## src/verilog/rv_decode_macros.svh

```systemverilog
// Widths and field constants for the RV32I decode stage, included by every file that needs them
`ifndef RV_DECODE_MACROS_SVH
`define RV_DECODE_MACROS_SVH

////////////////////////////////////////
// Datapath widths
////////////////////////////////////////

`define DATA_WIDTH      32          // Instruction and immediate
`define REG_ADDR_WIDTH  5
`define ALU_OP_WIDTH    4           // Alternate bit over funct3
`define LSU_CTRL_WIDTH  4           // Store bit over funct3
`define OPCODE_WIDTH    7

// Immediate field sizes
`define IMM12_WIDTH     12          // I and S immediates
`define SHAMT_WIDTH     5
`define UIMM_LOW_BITS   12          // Zero fill under a U immediate

////////////////////////////////////////
// Instruction field values
////////////////////////////////////////

`define FUNCT7_ALT      7'b0100000  // Selects SUB and SRA

`define FUNCT3_ADD      3'b000
`define FUNCT3_SLL      3'b001
`define FUNCT3_SR       3'b101      // SRL or SRA

// Register x0 never causes a hazard
`define REG_ZERO        5'd0

`endif

```

## src/verilog/rv_decode_pkg.sv

```systemverilog
// Enumerated types of the decode stage, pulled into each module by a wildcard import
`include "rv_decode_macros.svh"

package rv_decode_pkg;

  // Major opcodes the decoder understands
  typedef enum logic [`OPCODE_WIDTH-1:0] {
    OPC_LOAD     = 7'b0000011,
    OPC_MISC_MEM = 7'b0001111,  // Fence, treated as a no-op
    OPC_OP_IMM   = 7'b0010011,
    OPC_AUIPC    = 7'b0010111,
    OPC_STORE    = 7'b0100011,
    OPC_OP       = 7'b0110011,
    OPC_LUI      = 7'b0110111
  } opcode_e;

  // Controller states
  typedef enum logic [3:0] {
    ST_OK,
    ST_STALL,
    ST_LOAD_ADDR,
    ST_LOAD_ISSUE,
    ST_LOAD_WAIT,
    ST_STORE_ADDR,
    ST_STORE_ISSUE,
    ST_IDLE,
    ST_ERROR
  } dec_state_e;

  typedef enum logic [2:0] {
    IMM_NONE,
    IMM_I,
    IMM_I_SHIFT,
    IMM_S,
    IMM_U
  } imm_sel_e;

  // Alternate bit over funct3
  typedef enum logic [`ALU_OP_WIDTH-1:0] {
    ALU_ADD  = 4'b0000,
    ALU_SLL  = 4'b0001,
    ALU_SLT  = 4'b0010,
    ALU_SLTU = 4'b0011,
    ALU_XOR  = 4'b0100,
    ALU_SRL  = 4'b0101,
    ALU_OR   = 4'b0110,
    ALU_AND  = 4'b0111,
    ALU_SUB  = 4'b1000,
    ALU_SRA  = 4'b1101
  } alu_op_e;

endpackage

```

## src/verilog/hazard_detect.sv

```systemverilog
// RAW hazard check that keeps the last destination register and flags matching source fields
`timescale 1ns/100ps
`include "rv_decode_macros.svh"

module hazard_detect import rv_decode_pkg::*; (
  input  logic                   clk_i,
  input  logic                   rstn_i,
  input  logic [`DATA_WIDTH-1:0] instr_i,
  input  logic                   instr_valid_i,
  input  logic                   advance_i,
  output logic                   rs1_hit_o,
  output logic                   rs2_hit_o
);

  logic [`REG_ADDR_WIDTH-1:0] prev_rd_q;
  logic [`REG_ADDR_WIDTH-1:0] rd;
  logic [`REG_ADDR_WIDTH-1:0] rs1;
  logic [`REG_ADDR_WIDTH-1:0] rs2;
  logic                       writes_rd;

  assign rd  = instr_i[11:7];
  assign rs1 = instr_i[19:15];
  assign rs2 = instr_i[24:20];

  // Stores and bubbles leave no result behind
  assign writes_rd = instr_valid_i && (opcode_e'(instr_i[`OPCODE_WIDTH-1:0]) != OPC_STORE);

  always_ff @(posedge clk_i) begin
    if (!rstn_i) begin
      prev_rd_q <= `REG_ZERO;
    end else if (advance_i) begin
      prev_rd_q <= writes_rd ? rd : `REG_ZERO;
    end
  end

  assign rs1_hit_o = (rs1 != `REG_ZERO) && (rs1 == prev_rd_q);
  assign rs2_hit_o = (rs2 != `REG_ZERO) && (rs2 == prev_rd_q);

endmodule

```

## src/verilog/imm_gen.sv

```systemverilog
// Immediate generator that builds the I, shift, S and U operands and registers the selected one
`timescale 1ns/100ps
`include "rv_decode_macros.svh"

module imm_gen import rv_decode_pkg::*; (
  input  logic                   clk_i,
  input  logic                   rstn_i,
  input  logic [`DATA_WIDTH-1:0] instr_i,
  input  imm_sel_e               imm_sel_i,
  output logic [`DATA_WIDTH-1:0] imm_ext_o,
  output logic                   is_imm_o   // Operand B comes from the immediate
);

  logic [`DATA_WIDTH-1:0] imm_i;
  logic [`DATA_WIDTH-1:0] imm_shift;
  logic [`DATA_WIDTH-1:0] imm_s;
  logic [`DATA_WIDTH-1:0] imm_u;
  logic [`DATA_WIDTH-1:0] imm_d;

  assign imm_i     = {{(`DATA_WIDTH-`IMM12_WIDTH){instr_i[31]}}, instr_i[31:20]};
  // Shift amount is unsigned
  assign imm_shift = {{(`DATA_WIDTH-`SHAMT_WIDTH){1'b0}}, instr_i[24:20]};
  assign imm_s     = {{(`DATA_WIDTH-`IMM12_WIDTH){instr_i[31]}}, instr_i[31:25], instr_i[11:7]};
  assign imm_u     = {instr_i[31:12], {`UIMM_LOW_BITS{1'b0}}};

  always_comb begin
    case (imm_sel_i)
      IMM_I:       imm_d = imm_i;
      IMM_I_SHIFT: imm_d = imm_shift;
      IMM_S:       imm_d = imm_s;
      IMM_U:       imm_d = imm_u;
      default:     imm_d = '0;
    endcase
  end

  always_ff @(posedge clk_i) begin
    if (!rstn_i) begin
      is_imm_o <= 1'b0;
    end else begin
      is_imm_o <= (imm_sel_i != IMM_NONE);
    end
  end

  always_ff @(posedge clk_i) begin
    imm_ext_o <= imm_d;
  end

endmodule

```

## src/verilog/op_route.sv

```systemverilog
// Operand router that registers register-file addresses, the ALU operation and the LSU controls
`timescale 1ns/100ps
`include "rv_decode_macros.svh"

module op_route import rv_decode_pkg::*; (
  input  logic                      clk_i,
  input  logic                      rstn_i,
  input  logic [`DATA_WIDTH-1:0]    instr_i,
  input  logic [`DATA_WIDTH-1:0]    instr_addr_i,
  input  logic                      rs1_en_i,
  input  logic                      rs2_en_i,
  input  logic                      alu_wb_i,
  input  logic                      lsu_valid_i,
  input  logic                      lsu_is_store_i,
  output logic [`DATA_WIDTH-1:0]    instr_addr_o,
  output logic [`REG_ADDR_WIDTH-1:0] rf_addr_a_o,
  output logic [`REG_ADDR_WIDTH-1:0] rf_addr_b_o,
  output alu_op_e                   alu_sel_o,
  output logic [`REG_ADDR_WIDTH-1:0] alu_dest_addr_o,
  output logic                      alu_wb_o,
  output logic                      is_alu_write_o,   // RF write port belongs to the ALU
  output logic                      lsu_ctrl_valid_o,
  output logic [`LSU_CTRL_WIDTH-1:0] lsu_ctrl_o,
  output logic [`REG_ADDR_WIDTH-1:0] lsu_regdest_o
);

  opcode_e                    opcode;
  logic [2:0]                 funct3;
  logic [`REG_ADDR_WIDTH-1:0] rd;
  logic                       alt;
  logic                       alt_used;
  logic                       arith;
  logic                       alu_class;
  logic                       alu_active;
  alu_op_e                    alu_op_d;

  assign opcode = opcode_e'(instr_i[`OPCODE_WIDTH-1:0]);
  assign funct3 = instr_i[14:12];
  assign rd     = instr_i[11:7];
  assign alt    = (instr_i[31:25] == `FUNCT7_ALT);

  // SUB and SRA in OP, SRAI in OPIMM
  assign alt_used = ((opcode == OPC_OP) && ((funct3 == `FUNCT3_ADD) || (funct3 == `FUNCT3_SR)))
                 || ((opcode == OPC_OP_IMM) && (funct3 == `FUNCT3_SR));

  assign arith     = (opcode == OPC_OP) || (opcode == OPC_OP_IMM);
  assign alu_class = arith || (opcode == OPC_LUI) || (opcode == OPC_AUIPC);
  // Strobes tell a real ALU instruction from a bubble
  assign alu_active = alu_class && (alu_wb_i || rs1_en_i);

  // Loads, stores, LUI and AUIPC all add
  assign alu_op_d = (alu_active && arith) ? alu_op_e'({alt && alt_used, funct3}) : ALU_ADD;

  always_ff @(posedge clk_i) begin
    if (!rstn_i) begin
      rf_addr_a_o      <= `REG_ZERO;
      rf_addr_b_o      <= `REG_ZERO;
      alu_sel_o        <= ALU_ADD;
      alu_dest_addr_o  <= `REG_ZERO;
      alu_wb_o         <= 1'b0;
      is_alu_write_o   <= 1'b1;
      lsu_ctrl_valid_o <= 1'b0;
      lsu_ctrl_o       <= '0;
      lsu_regdest_o    <= `REG_ZERO;
    end else begin
      rf_addr_a_o      <= rs1_en_i ? instr_i[19:15] : `REG_ZERO;
      rf_addr_b_o      <= rs2_en_i ? instr_i[24:20] : `REG_ZERO;
      alu_sel_o        <= alu_op_d;
      alu_dest_addr_o  <= alu_active ? rd : `REG_ZERO;
      alu_wb_o         <= alu_wb_i;
      is_alu_write_o   <= alu_active;
      lsu_ctrl_valid_o <= lsu_valid_i;
      lsu_ctrl_o       <= lsu_valid_i ? {lsu_is_store_i, funct3} : '0;
      lsu_regdest_o    <= (lsu_valid_i && !lsu_is_store_i) ? rd : `REG_ZERO;  // Load target
    end
  end

  always_ff @(posedge clk_i) begin
    instr_addr_o <= instr_addr_i;
  end

endmodule

```

## src/verilog/decode_ctrl.sv

```systemverilog
// Decode controller FSM that sequences each instruction class and drives ready, stalls and strobes
`timescale 1ns/100ps
`include "rv_decode_macros.svh"

module decode_ctrl import rv_decode_pkg::*; (
  input  logic                   clk_i,
  input  logic                   rstn_i,
  input  logic [`DATA_WIDTH-1:0] instr_i,
  input  logic                   instr_valid_i,
  input  logic                   lsu_read_complete_i,
  input  logic                   rs1_hit_i,          // rs1 equals previous rd
  input  logic                   rs2_hit_i,
  output imm_sel_e               imm_sel_o,
  output logic                   rs1_en_o,
  output logic                   rs2_en_o,
  output logic                   alu_wb_o,
  output logic                   lsu_valid_o,
  output logic                   lsu_is_store_o,
  output logic                   use_pc_o,
  output logic                   advance_o,          // Instruction finishes this cycle
  output logic                   ready_o,
  output logic                   illegal_instr_o
);

  dec_state_e state_q;
  dec_state_e state_d;
  opcode_e    opcode;
  logic [2:0] funct3;
  logic       in_stall;
  logic       is_shift;
  logic       ready_d;
  logic       illegal_d;
  logic       use_pc_d;

  assign opcode   = opcode_e'(instr_i[`OPCODE_WIDTH-1:0]);
  assign funct3   = instr_i[14:12];
  assign in_stall = (state_q == ST_STALL);  // Hit already paid for
  assign is_shift = (funct3 == `FUNCT3_SLL) || (funct3 == `FUNCT3_SR);

  // Pipeline moves on whenever fetch gets ready
  assign advance_o = ready_d;

  ////////////////////////////////////////
  // Next state and strobes
  ////////////////////////////////////////
  always_comb begin
    state_d        = ST_OK;
    ready_d        = 1'b1;
    illegal_d      = 1'b0;
    use_pc_d       = 1'b0;
    imm_sel_o      = IMM_NONE;
    rs1_en_o       = 1'b0;
    rs2_en_o       = 1'b0;
    alu_wb_o       = 1'b0;
    lsu_valid_o    = 1'b0;
    lsu_is_store_o = 1'b0;

    if (!instr_valid_i) begin
      state_d = ST_IDLE;  // Bubble
    end else begin
      case (opcode)
        OPC_OP: begin
          rs1_en_o = 1'b1;
          rs2_en_o = 1'b1;
          if ((rs1_hit_i || rs2_hit_i) && !in_stall) begin
            state_d = ST_STALL;
            ready_d = 1'b0;
          end else begin
            alu_wb_o = 1'b1;
          end
        end
        OPC_OP_IMM: begin
          rs1_en_o  = 1'b1;
          imm_sel_o = is_shift ? IMM_I_SHIFT : IMM_I;
          if (rs1_hit_i && !in_stall) begin
            state_d = ST_STALL;
            ready_d = 1'b0;
          end else begin
            alu_wb_o = 1'b1;
          end
        end
        OPC_LUI: begin
          imm_sel_o = IMM_U;
          alu_wb_o  = 1'b1;
        end
        OPC_AUIPC: begin
          imm_sel_o = IMM_U;
          alu_wb_o  = 1'b1;
          use_pc_d  = 1'b1;  // ALU adds the PC
        end
        OPC_MISC_MEM: begin
          state_d = ST_OK;
        end
        OPC_LOAD: begin
          rs1_en_o = 1'b1;
          case (state_q)
            ST_LOAD_ADDR: begin
              lsu_valid_o = 1'b1;  // Single issue pulse
              ready_d     = 1'b0;
              state_d     = ST_LOAD_ISSUE;
            end
            ST_LOAD_ISSUE, ST_LOAD_WAIT: begin
              ready_d = lsu_read_complete_i;
              state_d = lsu_read_complete_i ? ST_OK : ST_LOAD_WAIT;
            end
            default: begin
              ready_d = 1'b0;
              if (rs1_hit_i && !in_stall) begin
                state_d = ST_STALL;
              end else begin
                imm_sel_o = IMM_I;  // Address is rs1 + offset
                state_d   = ST_LOAD_ADDR;
              end
            end
          endcase
        end
        OPC_STORE: begin
          rs1_en_o       = 1'b1;
          rs2_en_o       = 1'b1;
          lsu_is_store_o = 1'b1;
          if (state_q == ST_STORE_ADDR) begin
            lsu_valid_o = 1'b1;
            state_d     = ST_STORE_ISSUE;
          end else if ((rs1_hit_i || rs2_hit_i) && !in_stall) begin
            state_d = ST_STALL;
            ready_d = 1'b0;
          end else begin
            imm_sel_o = IMM_S;
            ready_d   = 1'b0;
            state_d   = ST_STORE_ADDR;
          end
        end
        default: begin
          // Unknown or SYSTEM opcode, held until fetch replaces it
          illegal_d = 1'b1;
          ready_d   = 1'b0;
          state_d   = ST_ERROR;
        end
      endcase
    end
  end

  always_ff @(posedge clk_i) begin
    if (!rstn_i) begin
      state_q         <= ST_OK;
      ready_o         <= 1'b1;
      illegal_instr_o <= 1'b0;
      use_pc_o        <= 1'b0;
    end else begin
      state_q         <= state_d;
      ready_o         <= ready_d;
      illegal_instr_o <= illegal_d;
      use_pc_o        <= use_pc_d;
    end
  end

endmodule

```

## src/verilog/rv_decoder_top.sv

```systemverilog
// Top level of the RV32I decode stage that connects the controller to the datapath blocks
`timescale 1ns/100ps
`include "rv_decode_macros.svh"

module rv_decoder_top import rv_decode_pkg::*; (
  input  logic                       clk_i,
  input  logic                       rstn_i,
  // Fetch side
  input  logic [`DATA_WIDTH-1:0]     instr_i,
  input  logic [`DATA_WIDTH-1:0]     instr_addr_i,
  input  logic                       instr_valid_i,
  output logic [`DATA_WIDTH-1:0]     instr_addr_o,
  output logic                       ready_o,
  output logic                       use_pc_o,
  output logic                       illegal_instr_o,
  // ALU and register file
  output logic                       is_alu_write_o,
  output alu_op_e                    alu_sel_o,
  output logic [`REG_ADDR_WIDTH-1:0] alu_dest_addr_o,
  output logic                       alu_wb_o,
  output logic [`REG_ADDR_WIDTH-1:0] rf_addr_a_o,
  output logic [`REG_ADDR_WIDTH-1:0] rf_addr_b_o,
  output logic                       is_imm_o,
  output logic [`DATA_WIDTH-1:0]     imm_ext_o,
  // Load/store unit
  output logic                       lsu_ctrl_valid_o,
  output logic [`LSU_CTRL_WIDTH-1:0] lsu_ctrl_o,
  output logic [`REG_ADDR_WIDTH-1:0] lsu_regdest_o,
  input  logic                       lsu_read_complete_i
);

  imm_sel_e imm_sel;
  logic     rs1_en;
  logic     rs2_en;
  logic     alu_wb;
  logic     lsu_valid;
  logic     lsu_is_store;
  logic     advance;
  logic     rs1_hit;
  logic     rs2_hit;

  decode_ctrl decode_ctrl_i (
    .clk_i               (clk_i),
    .rstn_i              (rstn_i),
    .instr_i             (instr_i),
    .instr_valid_i       (instr_valid_i),
    .lsu_read_complete_i (lsu_read_complete_i),
    .rs1_hit_i           (rs1_hit),
    .rs2_hit_i           (rs2_hit),
    .imm_sel_o           (imm_sel),
    .rs1_en_o            (rs1_en),
    .rs2_en_o            (rs2_en),
    .alu_wb_o            (alu_wb),
    .lsu_valid_o         (lsu_valid),
    .lsu_is_store_o      (lsu_is_store),
    .use_pc_o            (use_pc_o),
    .advance_o           (advance),
    .ready_o             (ready_o),
    .illegal_instr_o     (illegal_instr_o)
  );

  imm_gen imm_gen_i (
    .clk_i     (clk_i),
    .rstn_i    (rstn_i),
    .instr_i   (instr_i),
    .imm_sel_i (imm_sel),
    .imm_ext_o (imm_ext_o),
    .is_imm_o  (is_imm_o)
  );

  hazard_detect hazard_detect_i (
    .clk_i         (clk_i),
    .rstn_i        (rstn_i),
    .instr_i       (instr_i),
    .instr_valid_i (instr_valid_i),
    .advance_i     (advance),
    .rs1_hit_o     (rs1_hit),
    .rs2_hit_o     (rs2_hit)
  );

  op_route op_route_i (
    .clk_i            (clk_i),
    .rstn_i           (rstn_i),
    .instr_i          (instr_i),
    .instr_addr_i     (instr_addr_i),
    .rs1_en_i         (rs1_en),
    .rs2_en_i         (rs2_en),
    .alu_wb_i         (alu_wb),
    .lsu_valid_i      (lsu_valid),
    .lsu_is_store_i   (lsu_is_store),
    .instr_addr_o     (instr_addr_o),
    .rf_addr_a_o      (rf_addr_a_o),
    .rf_addr_b_o      (rf_addr_b_o),
    .alu_sel_o        (alu_sel_o),
    .alu_dest_addr_o  (alu_dest_addr_o),
    .alu_wb_o         (alu_wb_o),
    .is_alu_write_o   (is_alu_write_o),
    .lsu_ctrl_valid_o (lsu_ctrl_valid_o),
    .lsu_ctrl_o       (lsu_ctrl_o),
    .lsu_regdest_o    (lsu_regdest_o)
  );

endmodule

```

## config.mk

```make
export PLATFORM = sky130hd
export DESIGN_NAME = rv_decoder_top
export DESIGN_NICKNAME = d
export VERILOG_FILES = /design/src/verilog/rv_decode_pkg.sv /design/src/verilog/hazard_detect.sv /design/src/verilog/imm_gen.sv /design/src/verilog/op_route.sv /design/src/verilog/decode_ctrl.sv /design/src/verilog/rv_decoder_top.sv
export VERILOG_INCLUDE_DIRS = /design/src /design/src/verilog
export SDC_FILE = /design/constraint.sdc
export NUM_CORES = 1
export LEC_CHECK = 0
export BUFFER_PORTS_ARGS = -buffer_cell sky130_fd_sc_hd__buf_4
export CORE_AREA = 10 10 97 99
export DETAILED_ROUTE_END_ITERATION = 8
export DIE_AREA = 0 0 107 109
export GPL_ROUTABILITY_DRIVEN = 1
export HOLD_SLACK_MARGIN = 0.02
export PLACE_DENSITY = 0.84
export SLEW_MARGIN = 20
export SYNTH_ARGS = -nofsm -noshare
export SYNTH_HDL_FRONTEND = slang
export SYNTH_SLANG_ARGS = --single-unit
```

## constraint.sdc

```tcl
create_clock -name clk_i -period 3.8 [get_ports clk_i]
set_input_delay 0.38 -clock clk_i [delete_from_list [all_inputs] [get_ports clk_i]]
set_output_delay 0.38 -clock clk_i [all_outputs]
set_load 0.02 [all_outputs]
```

==> run_results.csv <==
group,metric,value,unit
finish,final_cell_mix,"166 x buf_4, 108 x dfxtp_1, 29 x and2_1",
drt,met1_length,4350,um
sta,finalSetupViolCount,0,
cts,cts_resized,0,
global_routing,grt_max_degree,21,
place,gp_routability_congestion,0.884,
drt,vias,3005,
place,hpwl,8770,um
synth,muxShareOfSynthArea,1.39,%
cts,clockRootBuffer,"clkbuf_8",
finish,layout-drive-gt1-share,40.7,%
sta,fin_crit,2.30,ns
sta,fmax,434,MHz
hold_path,hold_class,"in2reg",
synth,synth_compound_area_share,13.7,%
drt,wl_per_cell,18.6,um
sta,tns,0,ns
floorplan,row_count,32,
worst_setup_path,cp-start-kind,"flip-flop",
drt,totalWireLength,11000,um
synth,synth-seq-cells,108,
sta,worst_pin_slew,0.890,ns
cts,clock_path_buffers,2,
finish,final_util,67.7,%
sta,maxSlewViolCount,0,
worst_setup_path,critPathCaptureType,"flip-flop",
synth,synth-main-ff-cell,"dfxtp_1",
cts,cts.clk_slew.worst_paths,0.10,ns
drt,drt_iter0_drc,133,
global_routing,overflow,0,
worst_setup_path,startpoint,"hazard_detect_i.prev_rd_q[1]",
worst_setup_path,critical_path_required,4.11,ns
cts,clkLatencyLatePin,0.36,ns
hold_path,worstHoldStart,"instr_addr_i[5]",
worst_setup_path,cp.arrival,2.62,ns
synth,async_reset_ff_share,0,%
sta,hold_ws,0.108,ns
global_routing,antenna_found_initial,0,
finish,layout.cells.non_filler,591,
outcome,outcome,"complete, no violations",
pwr,vdd_ir_drop_max,0.210,mV
synth,synth-simple-area-share,20.6,%
pwr,cellLeakagePower,0.00242,uW
drt,wl_met3,1020,um
cts,cts_hold_buf,0,
worst_setup_path,path_class,"reg2reg",
finish,nets,552,
drt,dr_wl_met2,5520,um
synth,ys_warn_count,0,
floorplan,chipWidth,107,um
floorplan,coreArea,7530,um2
pwr,p_total,2010,uW
sta,hold_viol_final,0,
synth,syn_area,3600,um2
floorplan,initial_core_util,47.9,%
synth,synth_fa_ha_area_share,0,%
floorplan,die_y,109,um
drt,vias_per_cell,5.08,
sta,finalClockSkew,0.00458,ns
synth,synthCells,318,
synth,synth_xor_area_share,1.95,%
drt,highest_layer,"met4",
drt,post-route-drc-count,0,
synth,syn-num-nets,386,
global_routing,first_global_vias,2981,
finish,diodes,0,
worst_setup_path,cp_max_fo,20,
synth,synth.distinct_cells,54,
cts,cts.sinks,108,
pwr,p_per_area,394,nW/um2
sta,timing.final.crit_share,60.6,%
global_routing,grt_pass1_wl,16700,um
cts,cts_tree,"yes",
finish,n_fill_cell,604,
place,dp_cells,575,
cts,cts_max_level,3,
sta,rsz0062_at_grt,"no",
drt,antenna_left,0,
synth,ys_seq_area_share,60.0,%
finish,area_delta_synth_final,41.4,%
sta,slew_headroom,40.1,%
place,numPortBuffers,166,
finish,mostFrequentLayoutCell,"buf_4",
synth,synth_edf_count,0,
job,maxCapViolCount,0,
global_routing,track_usage,18.1,%
cts,post_cts_buffers,0,
floorplan,pin_count,167,
drt,firstDrtPassIters,4,
worst_setup_path,regToRegStartpoint,"hazard_detect_i.prev_rd_q[1]",
floorplan,die-area,11700,um2
cts,cts-buffers-inserted,9,
synth,synth_top_family_by_area,"simple AND/OR/NAND/NOR gates",
synth,syn_area_per_cell,11.3,um2
## worst paths after layout
check,endpoint,slack (ns),cells after the start
hold / removal,op_route_i.instr_addr_o[5],0.11,1
hold reg to reg,hazard_detect_i.prev_rd_q[0],0.61,1
setup reg to reg,imm_gen_i.imm_ext_o[16],1.50,6
setup / recovery,imm_gen_i.imm_ext_o[16],1.50,6
## registers in the layout, indices dropped and copies added, names as in the netlist, 4 cells and up
register,cells
hazard_detect_i.prev_rd_q,5
op_route_i.rf_addr_b_o,5
decode_ctrl_i.state_q,4
op_route_i.alu_dest_addr_o,5
op_route_i.lsu_regdest_o,5
op_route_i.alu_sel_o,4
imm_gen_i.imm_ext_o,32
op_route_i.rf_addr_a_o,5
op_route_i.lsu_ctrl_o,4
op_route_i.instr_addr_o,32
## worst max-delay path, stage by stage, from the launching register on
cell and delay (ns):
dfxtp_1 0.39, or4_1 0.58, a21oi_2 0.24, a32oi_2 0.12, a221oi_4 0.44, and2_4 0.36, a21o_1 0.12
## synthesized netlist by cell type (all sizes together), types with 3 or more instances
master | n | area share, %
dfxtp | 108 | 60
a22o | 5 | 1.2
nor3b | 3 | 0.76
a221o | 6 | 1.7
nor4 | 7 | 1.6
nor3 | 5 | 1.0
clkbuf | 4 | 0.42
and3 | 4 | 0.69
a21o | 19 | 4.0
o21ai | 7 | 1.1
nand2 | 24 | 2.5
xnor2 | 8 | 1.9
a31oi | 4 | 0.69
nor2 | 19 | 2.0
and2 | 33 | 5.9
nand3 | 3 | 0.42
mux2i | 5 | 1.4
a21oi | 7 | 1.1
buf | 7 | 1.6
inv | 3 | 0.31
nor2b | 7 | 1.2
nand3b | 3 | 0.97
## layer usage
metal / GRT usage (%) / up-vias
met5: 0 / -
met4: 3.68 / 0
met3: 7.02 / 7
met2: 32.0 / 159
met1: 20.4 / 1393
li1: - / 1446
## where the power goes
part           internal (uW)  total [uW]  switching (uW)
logic                   90.3         186            96.0
clock network            252         654             401
registers               1160        1170            10.5
## area by class of cell
cell class              count  area [um2]  share of cell area, %
inverters                   3        11.3                  0.221
repair buffers            166        1250                   24.5
multi-input cells         196        1360                   26.7
clock inverters             6        60.1                   1.18
clock buffers              10         128                   2.51
flip-flops and latches    108        2160                   42.5
well taps                 102         128                   2.51
## cell families after synthesis
family,Yosys count
simple gates,123
flops,108
compound gates,60
buf+inv,14
xor+xnor,8
mux,5
## through the flow
stage	area [um2]	setup WS (ns)
2_1_floorplan	3600	1.72
3_3_place_gp	4900	1.35
3_5_place_dp	4900	1.33
4_1_cts	5090	1.54
5_1_grt	5090	1.38
6_report	5090	1.50
Power figures use the tool's default switching activity.
